**config.mk**
```make
export PLATFORM = sky130hd
export DESIGN_NAME = dsp_pio_top
export DESIGN_NICKNAME = d
export VERILOG_FILES = /design/src/hw/dsp_pio_pkg.sv /design/src/hw/pio_port.sv /design/src/hw/pio_irq.sv /design/src/hw/sio_unit.sv /design/src/hw/dsp_pio_top.sv
export SDC_FILE = /design/constraint.sdc
export NUM_CORES = 1
export LEC_CHECK = 0
export CORE_ASPECT_RATIO = 0.5
export CORE_MARGIN = 2
export CORE_UTILIZATION = 60
export DETAILED_ROUTE_END_ITERATION = 10
export DONT_BUFFER_PORTS = 1
export GPL_ROUTABILITY_DRIVEN = 0
export HOLD_SLACK_MARGIN = 0.03
export PLACE_DENSITY = 0.8
export SLEW_MARGIN = 25
export SYNTH_ARGS = -nofsm -noshare
export SYNTH_HDL_FRONTEND = slang
export SYNTH_HIERARCHICAL = 1
export SYNTH_SLANG_ARGS = --single-unit
```
**constraint.sdc**
```tcl
create_clock -name clk -period 6.2 [get_ports clk]
set_input_delay 0.62 -clock clk [delete_from_list [all_inputs] [get_ports clk]]
set_output_delay 0.62 -clock clk [all_outputs]
set_load 0.03 [all_outputs]
```
**src/hw/dsp_pio_pkg.sv**
```systemverilog
// register select enum, cpu request / config / irq source structs, strobe constants
`default_nettype none

package dsp_pio_pkg;

    // register addressed by a cpu request
    typedef enum logic [1:0] {
        PIOC = 2'd0,    // parallel control word
        PDX0 = 2'd1,    // parallel data 0
        PDX1 = 2'd2,    // parallel data 1
        SDX  = 2'd3     // serial data
    } pio_reg_e;

    // cpu side access, one cycle strobes
    typedef struct packed {
        logic        load;  // long immediate load
        logic        read;  // register read
        pio_reg_e    sel;
        logic [15:0] imm;
    } cpu_req_t;

    // control word bits 14..5, same order as the register
    typedef struct packed {
        logic [1:0] stlen;      // strobe length minus one
        logic       po_mode;    // active output strobe
        logic       pi_mode;    // active input strobe
        logic       scmode;     // upper byte of pbus_out don't care when set
        logic [4:0] ien;        // interrupt enables
    } pio_cfg_t;

    // interrupt source levels
    typedef struct packed {
        logic ext_irq;
        logic sio_full;
        logic sio_empty;
    } irq_src_t;

    // both modes active, no enables
    localparam logic [9:0] PIOC_RESET = 10'b00_1_1_0_00000;

    // strobe start pattern, shifted left by stlen
    localparam logic [3:0] STROBE_SEED = 4'b1110;

    // enable bit positions inside ien
    localparam int IEN_IRQ = 0;
    localparam int IEN_SRD = 3;     // serial read buffer full
    localparam int IEN_SWR = 4;     // serial write buffer empty

endpackage

`default_nettype wire

```
**src/hw/pio_port.sv**
```systemverilog
// parallel port: control word, strobe counters, capture registers, bus output, read mux
`timescale 1ns/1ps
`default_nettype none

module pio_port (
    input  wire                    rst,
    input  wire                    clk,
    input  wire                    cen,
    input  wire dsp_pio_pkg::cpu_req_t req,
    input  wire             [15:0] pbus_in,
    output logic            [15:0] pbus_out,
    output logic                   pods_n,     // output data strobe
    output logic                   pids_n,     // input data strobe
    output logic                   psel,       // peripheral select
    input  wire             [ 4:0] status,     // sio flags and gated irq
    output dsp_pio_pkg::pio_cfg_t  cfg,
    output logic            [15:0] dout
);

    dsp_pio_pkg::pio_cfg_t pioc;   // bit 15 mirrors bit 4 on reads

    logic [3:0]  pocnt;            // output strobe shifter, bit 0 is the strobe
    logic [3:0]  picnt;            // input strobe shifter
    logic [3:0]  ststart;
    logic [15:0] pdx0_rd;
    logic [15:0] pdx1_rd;

    logic pdx_sel;
    logic pdx_load;
    logic pdx_read;
    logic pioc_load;
    logic capture;

    assign cfg = pioc;

    // low bits set the strobe width, stlen+1 zeros
    assign ststart = dsp_pio_pkg::STROBE_SEED << pioc.stlen;

    assign pdx_sel   = (req.sel == dsp_pio_pkg::PDX0) || (req.sel == dsp_pio_pkg::PDX1);
    assign pdx_load  = req.load & pdx_sel;
    assign pdx_read  = req.read & pdx_sel;
    assign pioc_load = req.load & (req.sel == dsp_pio_pkg::PIOC);

    assign pods_n = pocnt[0];
    assign pids_n = picnt[0];

    // last low cycle of the input strobe
    assign capture = ~picnt[0] & picnt[1];

    // control state
    always_ff @(posedge clk or posedge rst) begin
        if (rst) begin
            pocnt <= 4'hf;
            picnt <= 4'hf;
            psel  <= 1'b0;
            pioc  <= dsp_pio_pkg::PIOC_RESET;
        end else if (cen) begin
            // a new access restarts the strobe, otherwise shift ones in
            pocnt <= pdx_load ? ststart : {1'b1, pocnt[3:1]};
            picnt <= pdx_read ? ststart : {1'b1, picnt[3:1]};

            if (pdx_load || pdx_read) begin
                psel <= (req.sel == dsp_pio_pkg::PDX1);
            end

            if (pioc_load) begin
                pioc <= req.imm[14:5];  // bit 15 and status bits are read only
            end
        end
    end

    // data path
    always_ff @(posedge clk) begin
        if (cen) begin
            if (capture) begin
                if (psel) begin
                    pdx1_rd <= pbus_in;
                end else begin
                    pdx0_rd <= pbus_in;
                end
            end

            if (pdx_load) begin
                pbus_out <= req.imm;    // held until the next load
            end
        end
    end

    // read mux
    always_comb begin
        case (req.sel)
            dsp_pio_pkg::PIOC: dout = {status[4], pioc, status};
            dsp_pio_pkg::PDX1: dout = pdx1_rd;
            default:           dout = pdx0_rd;  // sdx is taken from the serial unit
        endcase
    end

endmodule

`default_nettype wire

```
**src/hw/pio_irq.sv**
```systemverilog
// interrupt logic: source and iack edge detection, enable gating, one cycle latch
`timescale 1ns/1ps
`default_nettype none

module pio_irq (
    input  wire                    rst,
    input  wire                    clk,
    input  wire dsp_pio_pkg::irq_src_t src,
    input  wire                    iack,
    input  wire dsp_pio_pkg::pio_cfg_t cfg,
    output logic                   irq_latch,
    output logic                   irq_status  // ext irq and its enable
);

    logic last_irq;
    logic last_full;
    logic last_empty;
    logic last_iack;

    logic iack_fall;
    logic irq_rise;
    logic full_rise;
    logic empty_rise;
    logic req_any;

    assign iack_fall  = ~iack & last_iack;
    assign irq_rise   = src.ext_irq & ~last_irq;
    assign full_rise  = src.sio_full & ~last_full;
    assign empty_rise = src.sio_empty & ~last_empty;

    // enabled or of the edges
    assign req_any = (irq_rise   & cfg.ien[dsp_pio_pkg::IEN_IRQ]) |
                     (full_rise  & cfg.ien[dsp_pio_pkg::IEN_SRD]) |
                     (empty_rise & cfg.ien[dsp_pio_pkg::IEN_SWR]);

    assign irq_status = src.ext_irq & cfg.ien[dsp_pio_pkg::IEN_IRQ];

    always_ff @(posedge clk or posedge rst) begin
        if (rst) begin
            last_irq   <= 1'b0;
            last_full  <= 1'b0;
            last_empty <= 1'b0;
            last_iack  <= 1'b0;
            irq_latch  <= 1'b0;
        end else begin
            last_iack  <= iack;
            // acknowledge forgets the level so a held irq can fire again
            last_irq   <= src.ext_irq & ~iack_fall;
            last_full  <= src.sio_full;
            last_empty <= src.sio_empty;
            irq_latch  <= req_any & ~iack_fall;     // single cycle request
        end
    end

endmodule

`default_nettype wire

```
**src/hw/sio_unit.sv**
```systemverilog
// serial unit: receive shifter and buffer with full flag, transmit shifter with empty flag
`timescale 1ns/1ps
`default_nettype none

module sio_unit (
    input  wire                    rst,
    input  wire                    clk,
    input  wire dsp_pio_pkg::cpu_req_t req,
    input  wire                    sio_in,
    input  wire                    sio_in_stb,    // one bit per strobe
    input  wire                    sio_out_stb,
    output logic                   sio_out,
    output logic                   sio_full,      // read buffer holds a word
    output logic                   sio_empty,     // write buffer drained
    output logic            [15:0] dout
);

    logic [15:0] rx_sr;        // receive shifter, first bit ends up as msb
    logic [15:0] rx_buf;
    logic [3:0]  rx_cnt;       // bits received so far
    logic        rx_done;

    logic [15:0] tx_sr;
    logic [3:0]  tx_left;      // bits left after the current one

    logic sdx_load;
    logic sdx_read;

    assign sdx_load = req.load & (req.sel == dsp_pio_pkg::SDX);
    assign sdx_read = req.read & (req.sel == dsp_pio_pkg::SDX);

    assign rx_done = sio_in_stb & (rx_cnt == 4'd15);

    assign dout    = rx_buf;
    assign sio_out = tx_sr[15] & ~sio_empty;  // line idles low

    // receive control
    always_ff @(posedge clk or posedge rst) begin
        if (rst) begin
            rx_cnt   <= 4'd0;
            sio_full <= 1'b0;
        end else begin
            if (sio_in_stb) begin
                rx_cnt <= rx_cnt + 4'd1;   // wraps after 16 bits
            end
            if (rx_done) begin
                sio_full <= 1'b1;          // new word wins over a read
            end else if (sdx_read) begin
                sio_full <= 1'b0;
            end
        end
    end

    // receive data
    always_ff @(posedge clk) begin
        if (sio_in_stb) begin
            rx_sr <= {rx_sr[14:0], sio_in};
        end
        if (rx_done) begin
            rx_buf <= {rx_sr[14:0], sio_in};
        end
    end

    // transmit control
    always_ff @(posedge clk or posedge rst) begin
        if (rst) begin
            tx_left   <= 4'd0;
            sio_empty <= 1'b1;
        end else if (sdx_load) begin
            tx_left   <= 4'd15;
            sio_empty <= 1'b0;
        end else if (sio_out_stb && !sio_empty) begin
            tx_left <= tx_left - 4'd1;
            if (tx_left == 4'd0) begin
                sio_empty <= 1'b1;          // 16th bit gone
            end
        end
    end

    // transmit data, msb first
    always_ff @(posedge clk) begin
        if (sdx_load) begin
            tx_sr <= req.imm;
        end else if (sio_out_stb && !sio_empty) begin
            tx_sr <= {tx_sr[14:0], 1'b0};
        end
    end

endmodule

`default_nettype wire

```
**src/hw/dsp_pio_top.sv**
```systemverilog
// top level: parallel port, serial unit, interrupt block, status and read data mux
`timescale 1ns/1ps
`default_nettype none

module dsp_pio_top (
    input  wire                    rst,
    input  wire                    clk,
    input  wire                    cen,
    input  wire dsp_pio_pkg::cpu_req_t req,
    input  wire             [15:0] pbus_in,
    input  wire                    irq,
    input  wire                    iack,
    input  wire                    sio_in,
    input  wire                    sio_in_stb,
    input  wire                    sio_out_stb,
    output logic            [15:0] dout,
    output logic            [15:0] pbus_out,
    output logic                   pods_n,
    output logic                   pids_n,
    output logic                   psel,
    output logic                   sio_out,
    output logic                   irq_latch
);

    dsp_pio_pkg::pio_cfg_t cfg;
    dsp_pio_pkg::irq_src_t src;

    logic [15:0] pio_dout;
    logic [15:0] sio_dout;
    logic [4:0]  status;
    logic        sio_full;
    logic        sio_empty;
    logic        irq_status;

    assign src.ext_irq   = irq;
    assign src.sio_full  = sio_full;
    assign src.sio_empty = sio_empty;

    // status field of the control word read
    assign status = {sio_empty, sio_full, 2'b00, irq_status};

    assign dout = (req.sel == dsp_pio_pkg::SDX) ? sio_dout : pio_dout;

    pio_port u_port (
        .rst      (rst),
        .clk      (clk),
        .cen      (cen),
        .req      (req),
        .pbus_in  (pbus_in),
        .pbus_out (pbus_out),
        .pods_n   (pods_n),
        .pids_n   (pids_n),
        .psel     (psel),
        .status   (status),
        .cfg      (cfg),
        .dout     (pio_dout)
    );

    sio_unit u_sio (
        .rst         (rst),
        .clk         (clk),
        .req         (req),
        .sio_in      (sio_in),
        .sio_in_stb  (sio_in_stb),
        .sio_out_stb (sio_out_stb),
        .sio_out     (sio_out),
        .sio_full    (sio_full),
        .sio_empty   (sio_empty),
        .dout        (sio_dout)
    );

    // runs every clk, no cen
    pio_irq u_irq (
        .rst        (rst),
        .clk        (clk),
        .src        (src),
        .iack       (iack),
        .cfg        (cfg),
        .irq_latch  (irq_latch),
        .irq_status (irq_status)
    );

endmodule

`default_nettype wire

```
==> impl_metrics.ini, run 1 <==
[pwr]
intPower_mw = 1.80
leakage_nw = 2.26
p_sw_share_pct = 25.5
power_density_mw_per_mm2 = 413
pwr-share-clk_pct = 40.9
comb_power_share_pct = 10.8
switchingPower_uw = 617
peakVddDrop_mv = 0.305
pwr-share-seq_pct = 48.3

[grt]
antenna_found_initial = 0
grt_use_total_pct = 22.9
grt_overflow = 0
grt_max_degree = 21
first_global_vias = 2900
grt_pass1_wl_mm = 15.7

[sta]
tightestPinTransition_ns = 0.874
period_share_pct = 44.3
report.final.slew_viol_count = 0
rsz0062_at_grt = false
setup_tns_ns = 0
period_needed_ns = 2.74
final.setup_skew_ns = 0.00924
setup_viol = 0
final_hold_viol_count = 0
slew_headroom_pct = 41.8
max_freq_mhz = 364

[critical_path]
crit_type = input pin to output pin
slowest_delay_ns = 0.54
critPathTopFamily = simple AND/OR/NAND/NOR gates
cp_slowest_cell = or2_1
start_kind = input pin
r2r_setup_slack_ns = 4.38
arrival_ns = 2.12
cp.required_ns = 5.58
endpoint_kind = output pin
worstPathMaxFanout = 16
cp_cell_sequence = inv_1, ha_1, or2_1, nor2_1, a21oi_1, mux2_2
critPathBufInv = 1

[placement]
place_hpwl_mm = 6.77
place_inst = 464
port_buffers = 0

[clock_tree]
clock-root-buffer = clkbuf_16
cts_made_buffers = 17
clk-insertion-delay-late_ns = 0.42
ctsHoldBuffers = 1
clk_pin_slew_worst_paths_ns = 0.05
clock_sinks = 129
clock_path_buffers = 2
cts_tree = done
cts_resized = 0
htreeDepth = 4
cts.repair_timing.setup_buffer_count = 0

[final_layout]
nNetsFinal = 421
drive_above_1_share_pct = 21.3
area_growth_pct = 12.5
fillCellCount = 508
final_cells = 497
diodes = 0

[yosys]
synth-edff-count = 95
synth_top_area_cell = edfxtp_1
synth_xor_xnor_area_share_pct = 0.841
synth.area.top_cells = edfxtp_1 55%, dfrtp_1 11%, dfstp_2 5.6%
synth_flop_cell = edfxtp_1
ys_seq_area_share_pct = 71.4
yosysTopAreaCellShare_pct = 54.8
synth_top_family_by_area = simple AND/OR/NAND/NOR gates
synth_cells = 363
synth_simple_gate_area_share_pct = 11.2
synth_area_sq_mm = 0.00521
async_flop_share_pct = 26.4
yosysUniqueCellTypes = 46
synth_fa_ha_area_share_pct = 1.20
synth_mux_area_share_pct = 7.62
syn_area_per_cell_sq_um = 14.3
ys_seq_elements = 129
synth_warnings = 6
synth-compound-area-share_pct = 4.69

[drt]
dr.pass1.iters = 5
routed_wl_mm = 10.2
first_iter_violations = 253
drt-wirelength-per-cell_um = 20.6
drc = 0
ant_nets = 0
post_drt_via_cell_ratio = 5.84
vias = 2901

[floorplanning]
fp.dieW_um = 136
dieArea_sq_mm = 0.00948
num_rows = 23
initial_utilization_pct = 63.5
pin_count = 81
fp.dieH_um = 69.9
core_sq_mm = 0.00820

[status]
outcome = finished clean

[worst_hold_path]
hold_path_class = input pin to async pin

[job]
cap_violations = 0
per-layer routing:
layer	share of wire (%)	up-vias	global-route usage [%]
li1	-	1305	-
met1	44	1470	30.0
met2	47	115	34.9
met3	8.4	11	10.1
met4	0.71	0	7.29
met5	0	-	0
final cells by class:
type | count | area, sq um | share of cell area [%]
Multi-Input combinational cell | 212 | 1350 | 23.0
Sequential cell | 129 | 3720 | 63.4
Timing Repair Buffer | 2 | 21.3 | 0.363
Inverter | 10 | 37.5 | 0.641
Clock inverter | 15 | 168 | 2.86
Clock buffer | 17 | 425 | 7.26
Tap cell | 112 | 140 | 2.39
power by group through the flow:
stage	Combinational (mW)	Clock (mW)	Sequential, mW
2_1_floorplan	0.216	0	1.15
3_3_place_gp	0.239	0	1.17
3_5_place_dp	0.258	0	1.18
4_1_cts	0.262	1.00	1.17
5_1_grt	0.285	1.04	1.18
6_report	0.261	0.989	1.17
layout by cell type (no fill, tap or decap), drive strengths merged, types with 3 or more instances in the layout:
cell type	instances
edfxtp	95
nand2	72
nor2	28
mux2	28
dfrtp	23
a21oi	19
clkbuf	17
o21ai	16
dfstp	11
inv	11
clkinv	8
ha	5
a31oi	5
nand3b	4
mux2i	4
nand3	4
clkinvlp	3
bufinv	3
xnor2	3
and2	3
or2	3
synth_stat cells (2+ instances only):
library cell  number
edfxtp_1          95
nand2_1           71
nor2_1            28
dfrtp_1           23
a21oi_1           19
mux2_2            17
o21ai_0           14
dfstp_2           11
mux2_4            11
inv_1              9
buf_6              6
ha_1               5
a31oi_1            4
mux2i_1            4
nand3b_1           4
nand3_1            3
xnor2_1            3
and2_1             2
and4_1             2
buf_2              2
buf_4              2
clkbuf_1           2
o21ai_1            2
xor2_1             2
flip-flops by register name (all words and copies together), names as in the netlist, 4 cells and up:
name / flops
u_port/pbus_out: 16
u_port/pdx0_rd: 16
u_port/pdx1_rd: 16
u_sio/dout: 16
u_sio/tx_sr: 16
u_sio/rx_sr: 15
u_port/cfg: 10
u_port/picnt: 4
u_port/pocnt: 4
u_sio/rx_cnt: 4
u_sio/tx_left: 4
per-stage QoR:
stage | hold slack (ns) | instance area, sq um | total power [mW] | worst slack, ns | utilization [%]
finish | 0.100 | 5860 | 2.42 | 3.46 | 71.4
global route | 0.123 | 5860 | 2.50 | 3.34 | 71.4
CTS | 0.0968 | 5860 | 2.43 | 3.45 | 71.4
detailed placement | 0.408 | 5260 | 1.44 | 3.45 | 64.1
global placement | 0.408 | 5250 | 1.41 | 3.60 | 64.0
floorplan | 0.390 | 5210 | 1.37 | 3.42 | -
worst paths after layout:
path                       depth (start not counted)                end       startpoint
max                                                6           dout[13]          req[16]
min                                                1   u_sio/tx_left[3]              rst
max reg2reg                                        1  u_port/pdx1_rd[0]      u_port/psel
min reg2reg                                        0     u_sio/dout[15]  u_sio/rx_sr[14]
max in group asynchronous                          2   u_irq/last_empty              rst
min in group clk                                   0    u_irq/last_iack             iack
logic make-up after synthesis:
| logic type | after synthesis |
|---|---|
| fa+ha+maj | 5 |
| flops | 129 |
| compound gates | 44 |
| other cells | 1 |
| buf+inv | 23 |
| simple gates | 124 |
| xor+xnor | 5 |
| mux | 32 |
Note: power is estimated with default switching activity, not from simulation.
==> run 2, diff against run 1 <==
--- a/config.mk
+++ b/config.mk
@@ -7,12 +7,12 @@
 export LEC_CHECK = 0
 export CORE_ASPECT_RATIO = 0.5
 export CORE_MARGIN = 2
-export CORE_UTILIZATION = 60
+export CORE_UTILIZATION = 56
 export DETAILED_ROUTE_END_ITERATION = 10
 export DONT_BUFFER_PORTS = 1
 export GPL_ROUTABILITY_DRIVEN = 0
 export HOLD_SLACK_MARGIN = 0.03
-export PLACE_DENSITY = 0.8
+export PLACE_DENSITY = 0.78
 export SLEW_MARGIN = 25
 export SYNTH_ARGS = -nofsm -noshare
 export SYNTH_HDL_FRONTEND = slang
==> constraint.sdc (replaced) <==
create_clock -name clk -period 2.24 [get_ports clk]
set_input_delay 0.224 -clock clk [delete_from_list [all_inputs] [get_ports clk]]
set_output_delay 0.224 -clock clk [all_outputs]
set_load 0.03 [all_outputs]
==> run 2 against run 1 <==
Net effect:
- global-route usage fell by 0.084 points
- design area rose by 5.6%
- clock skew rose by 0.0031 ns
- critical path type is now register to output pin
- largest power group unchanged
- critical endpoint is now dout[0]
==> impl_metrics.ini, run 2 (same netlist as run 1, synthesis figures left out) <==
[sta]
final.setup_skew_ns = 0.0123
final_hold_viol_count = 0
rsz0062_at_grt = false
tightestPinTransition_ns = 0.845
max_freq_mhz = 492
period_share_pct = 90.7
setup_viol = 0
report.final.slew_viol_count = 0
slew_headroom_pct = 43.5
setup_tns_ns = 0
period_needed_ns = 2.03

[floorplanning]
fp.dieH_um = 72.2
num_rows = 24
fp.dieW_um = 140
core_sq_mm = 0.00886
initial_utilization_pct = 58.8
dieArea_sq_mm = 0.0101
pin_count = 81

[clock_tree]
cts_tree = done
cts.repair_timing.setup_buffer_count = 0
cts_made_buffers = 17
clk_pin_slew_worst_paths_ns = 0.06
clock-root-buffer = clkbuf_16
clk-insertion-delay-late_ns = 0.42
htreeDepth = 4
clock_path_buffers = 2
cts_resized = 0
clock_sinks = 129

[final_layout]
drive_above_1_share_pct = 19.0
nNetsFinal = 463
area_growth_pct = 18.9
layout_common_cells = 95 x edfxtp_1, 71 x nand2_1, 40 x dlygate4sd3_1, 28 x nor2_1, 23 x dfrtp_1
layout_commonest_cell = edfxtp_1
post-route-util_pct = 69.9
diodes = 0

[critical_path]
endpoint_kind = output pin
cp.required_ns = 2.02
crit_type = register to output pin
worstPathMaxFanout = 4
start_kind = register
arrival_ns = 1.81

[grt]
use_met1_pct = 29.5
grt_overflow = 0
grtUsageMet3_pct = 8.38
grt_max_degree = 20
use_met2_pct = 34.9
grt-busiest-layer = met2
first_global_vias = 3128
grt_use_total_pct = 22.9
grt_pass1_wl_mm = 16.8
antenna_found_initial = 1

[drt]
routed_wl_mm = 10.9
drc = 0
post_drt_via_cell_ratio = 5.64
vias = 3066
ant_nets = 0
dr.pass1.iters = 7
drt-wirelength-per-cell_um = 20.1
first_iter_violations = 231

[pwr]
total_power_mw = 6.43
leakage_nw = 2.39
peakVddDrop_mv = 0.735
power_density_mw_per_mm2 = 1040

[placement]
port_buffers = 0
place_hpwl_mm = 6.84

[worst_hold_path]
hold_path_class = input pin to register

[status]
outcome = finished clean

[job]
cap_violations = 0
## run 2: power by group
| group | switching [mW] | internal [mW] | total, mW |
|---|---|---|---|
| sequential | 0.282 | 2.96 | 3.24 |
| clock | 1.00 | 1.39 | 2.39 |
| combinational | 0.460 | 0.338 | 0.798 |
| total | 1.74 | 4.68 | 6.43 |
## run 2: metal layers
layer	vias to the layer above	wire, um
met4	0	181
met1	1532	4900
li1	1391	-
met3	19	762
met5	-	0
met2	124	5080
## run 2: metrics by stage
step                setup slack (ns)  instance area [sq um]  hold WS [ns]  instances
floorplan                      0.220                   5220       0.00252        364
global placement               0.413                   5280        0.0118        472
detailed placement             0.313                   5280        0.0215        472
CTS                            0.192                   6190        0.0349        544
global route                   0.186                   6190        0.0354        544
finish                         0.208                   6190        0.0352        544
## run 2: layout make-up
class	instances	area [sq um]
multi-input cells	212	1350
repair buffers	44	430
clock inverters	12	70.1
well taps	117	146
clock buffers	20	437
fillers	574	2670
inverters	10	37.5
flip-flops and latches	129	3720
## run 2: what timing repair did
action / CTS / global route
hold buffers: 40 / 0
endpoints found under the setup margin: 0 / 0
endpoints found under the hold margin: 132 / 0
## run 2: path summary, 6_finish.rpt
path	slack, ns	cells past startpoint	end	from
worst max-delay path	0.21	4	dout[0]	u_port/cfg[0]
worst min-delay path	0.04	3	u_sio/tx_left[2]	sio_out_stb
worst max register to register	0.56	2	u_sio/tx_sr[10]	u_sio/sio_empty
worst min register to register	0.45	0	u_sio/dout[15]	u_sio/rx_sr[14]
max in group asynchronous	1.36	2	u_port/cfg[9]	rst
min in group asynchronous	0.21	2	u_irq/last_empty	rst
## run 2: critical path, stage by stage, from the launching register on
cell     delay (ns)
dfrtp_1        0.42
and2_1         0.16
o21ai_0        0.31
a21oi_1        0.13
mux2_2         0.36
==> run 3, diff against run 2 <==
--- a/config.mk
+++ b/config.mk
@@ -5,14 +5,15 @@
 export SDC_FILE = /design/constraint.sdc
 export NUM_CORES = 1
 export LEC_CHECK = 0
+export ABC_AREA = 1
 export CORE_ASPECT_RATIO = 0.5
 export CORE_MARGIN = 2
-export CORE_UTILIZATION = 56
+export CORE_UTILIZATION = 57
 export DETAILED_ROUTE_END_ITERATION = 10
 export DONT_BUFFER_PORTS = 1
 export GPL_ROUTABILITY_DRIVEN = 0
 export HOLD_SLACK_MARGIN = 0.03
-export PLACE_DENSITY = 0.78
+export PLACE_DENSITY = 0.79
 export SLEW_MARGIN = 25
 export SYNTH_ARGS = -nofsm -noshare
 export SYNTH_HDL_FRONTEND = slang
==> run 3 against run 2 <==
Net effect:
- via count grew 16%
- clock-buffer cell count decreased by 3
- clock power up 31%
- final cell count increased by 18%
- core utilization increased by 0.10 points
- hold slack improved by 0.0084 ns
- critical path depth did not move
- design area grew 6.1%
- register-to-register slack improved by 0.04 ns
- total power grew 12%
- non-clock buffer count up 2
- synthesized area is 5.1% higher
- critical path type unchanged
- critical endpoint is now dout[4]
- largest power group unchanged
==> impl_metrics.ini, run 3 <==
[floorplanning]
core_sq_mm = 0.00938
dieArea_sq_mm = 0.0104
pin_count = 81
initial_utilization_pct = 58.3
fp.dieH_um = 73.3
num_rows = 25
fp.dieW_um = 143

[critical_path]
start_kind = register
cp-startpoint = u_sio/sio_empty
cp_cell_sequence = nand2_1, nand3_2, nand2_1, nand2_1
cp.required_ns = 2.02
critPathTopFamily = flip-flops
r2r-start = u_sio/rx_cnt[0]
arrival_ns = 1.61
critPathBufInv = 0
r2r_end = u_sio/dout[10]
ff2ff_path_depth = 3
worstPathMaxFanout = 7
crit_path_end = dout[4]
crit_type = register to output pin
endpoint_kind = output pin
slowest_delay_ns = 0.65
crit_cells = 4
r2r_setup_slack_ns = 0.60
cpMostUsedCell = nand2_1
cp_slowest_cell = dfstp_2

[sta]
period_needed_ns = 1.84
slew_headroom_pct = 36.3
final_hold_viol_count = 0
fin_ws_ns = 0.404
max_freq_mhz = 545
tightestPinTransition_ns = 0.956
final.setup_skew_ns = 0.00585
rsz0062_at_grt = false
setup_tns_ns = 0
setup_viol = 0
report.final.slew_viol_count = 0
period_share_pct = 82.0

[grt]
antenna_found_initial = 0
grt_overflow = 0
grt_pass1_wl_mm = 18.8
first_global_vias = 3569
grt_use_total_pct = 25.0
grt_max_degree = 25

[yosys]
ys_seq_area_share_pct = 67.9
synthTopCellsByCount = 123 x nand2_1, 95 x edfxtp_1, 52 x inv_1
synth_area_sq_mm = 0.00547
syn_area_per_cell_sq_um = 11.9
yosysUniqueCellTypes = 35
synth_warnings = 6
ys_seq_elements = 129
synth-edff-count = 95
synth_cells = 459
synth_top_area_cell = edfxtp_1
async_flop_share_pct = 26.4
synth_mux_area_share_pct = 0.206
synth.area.top_cells = edfxtp_1 52%, dfrtp_1 11%, nand2_1 8.4%
synth-compound-area-share_pct = 3.52
synth_xor_xnor_area_share_pct = 0.480
synth_simple_gate_area_share_pct = 19.7
synth_flop_cell = edfxtp_1
synth_fa_ha_area_share_pct = 1.14
synth.most_common_cell = nand2_1
synth_top_family_by_area = simple AND/OR/NAND/NOR gates
yosysTopAreaCellShare_pct = 52.1

[drt]
drt-wirelength-per-cell_um = 19.0
ant_nets = 0
dr.pass1.iters = 6
first_iter_violations = 344
routed_wl_mm = 12.2
vias = 3558
post_drt_via_cell_ratio = 5.55
drc = 0

[final_layout]
regArea_sq_mm = 0.00372
diodes = 0
multi_input_area_sq_mm = 0.00138
nNetsFinal = 556
area_growth_pct = 20.0
layout_commonest_cell = nand2_1
drive_above_1_share_pct = 16.3
fillCellCount = 639
layout_common_cells = 123 x nand2_1, 95 x edfxtp_1, 52 x inv_1, 46 x nand3_1, 40 x dlygate4sd3_1

[worst_hold_path]
hold_path_class = input pin to register

[job]
cap_violations = 0

[clock_tree]
clk_pin_slew_worst_paths_ns = 0.06
cts.repair_timing.setup_buffer_count = 0
cts_tree = done
clock_sinks = 129
clock-root-buffer = clkbuf_16
htreeDepth = 4
clk-insertion-delay-late_ns = 0.42
cts_made_buffers = 17
clock_path_buffers = 2

[status]
outcome = finished clean

[placement]
dp_slack_ns = 0.477
port_buffers = 0
place_hpwl_mm = 7.05

[pwr]
peakVddDrop_mv = 0.724
leakage_nw = 2.81
power_density_mw_per_mm2 = 1100
[run 3: cell types whose count changed after synthesis, sizes merged, moves of 10 or more]
cell   before  now
a21oi      19    2
inv        10   53
mux2       28    1
nand2      72  128
nand3       4   68
nor2       28   15
o21ai      16   26
[run 3: area by class of cell]
class                           instances  area share (%)
Multi-Input combinational cell        260            21.0
Clock buffer                           17            6.48
Inverter                               53            3.07
Tap cell                              121            2.31
Clock inverter                         15            3.62
Sequential cell                       129            56.6
Timing Repair Buffer                   46            6.86
[run 3: metrics by stage]
stage / hold WS (ns) / utilization (%) / power [mW] / std cells / cell area [sq um]
finish: 0.0437 / 70.0 / 7.20 / 641 / 6570
global route: 0.0453 / 70.0 / 7.48 / 641 / 6570
CTS: 0.0377 / 69.9 / 7.21 / 641 / 6560
detailed placement: 0.0219 / 58.5 / 4.02 / 568 / 5490
global placement: 0.0209 / 58.5 / 3.99 / 568 / 5490
floorplan: 0.00252 / - / 3.84 / 460 / 5480
[run 3: logic make-up after synthesis]
group | after synthesis
compound gates | 32
fa+ha+maj | 5
xor+xnor | 3
buf+inv | 71
flops | 129
other cells | 1
mux | 1
simple gates | 217
[run 3: report_power, final]
| group | leakage (nW) | total [mW] | internal [mW] | switching [mW] |
|---|---|---|---|---|
| Sequential | 1.28 | 3.26 | 2.97 | 0.285 |
| Clock | 0.326 | 3.12 | 2.08 | 1.04 |
| Combinational | 1.21 | 0.821 | 0.287 | 0.535 |
| Total | 2.81 | 7.20 | 5.34 | 1.86 |
[run 3: worst min path at each step]
stage / slack [ns] / startpoint / cells after the start / to
detailed placement: 0.02 / rst / 1 / u_irq/last_irq
CTS: 0.04 / req[17] / 3 / u_sio/sio_full
finish: 0.04 / req[10] / 2 / u_sio/tx_sr[10]
global placement: 0.02 / rst / 1 / u_irq/last_full
global route: 0.05 / req[9] / 2 / u_sio/tx_sr[9]
floorplan: 0.003 / rst / 1 / u_irq/irq_latch
[run 3: worst reg2reg max path, stage by stage, from the launching register on]
cell	delay, ns
dfrtp_1	0.38
ha_1	0.17
nand4_1	0.15
inv_1	0.56
[run 3: timing repair]
item / 4_1_cts / 5_1_grt
resized for setup: 0 / 1
hold buffers: 41 / 0
endpoints found under the setup margin: 0 / 16
endpoints found under the hold margin: 118 / 0
[run 3: metal layers]
layer  part of all wire (%)  GRT usage (%)
met1                     42           32.3
met2                     47           39.4
met3                    9.5           9.84
met4                    1.6           8.58
met5                      0              0
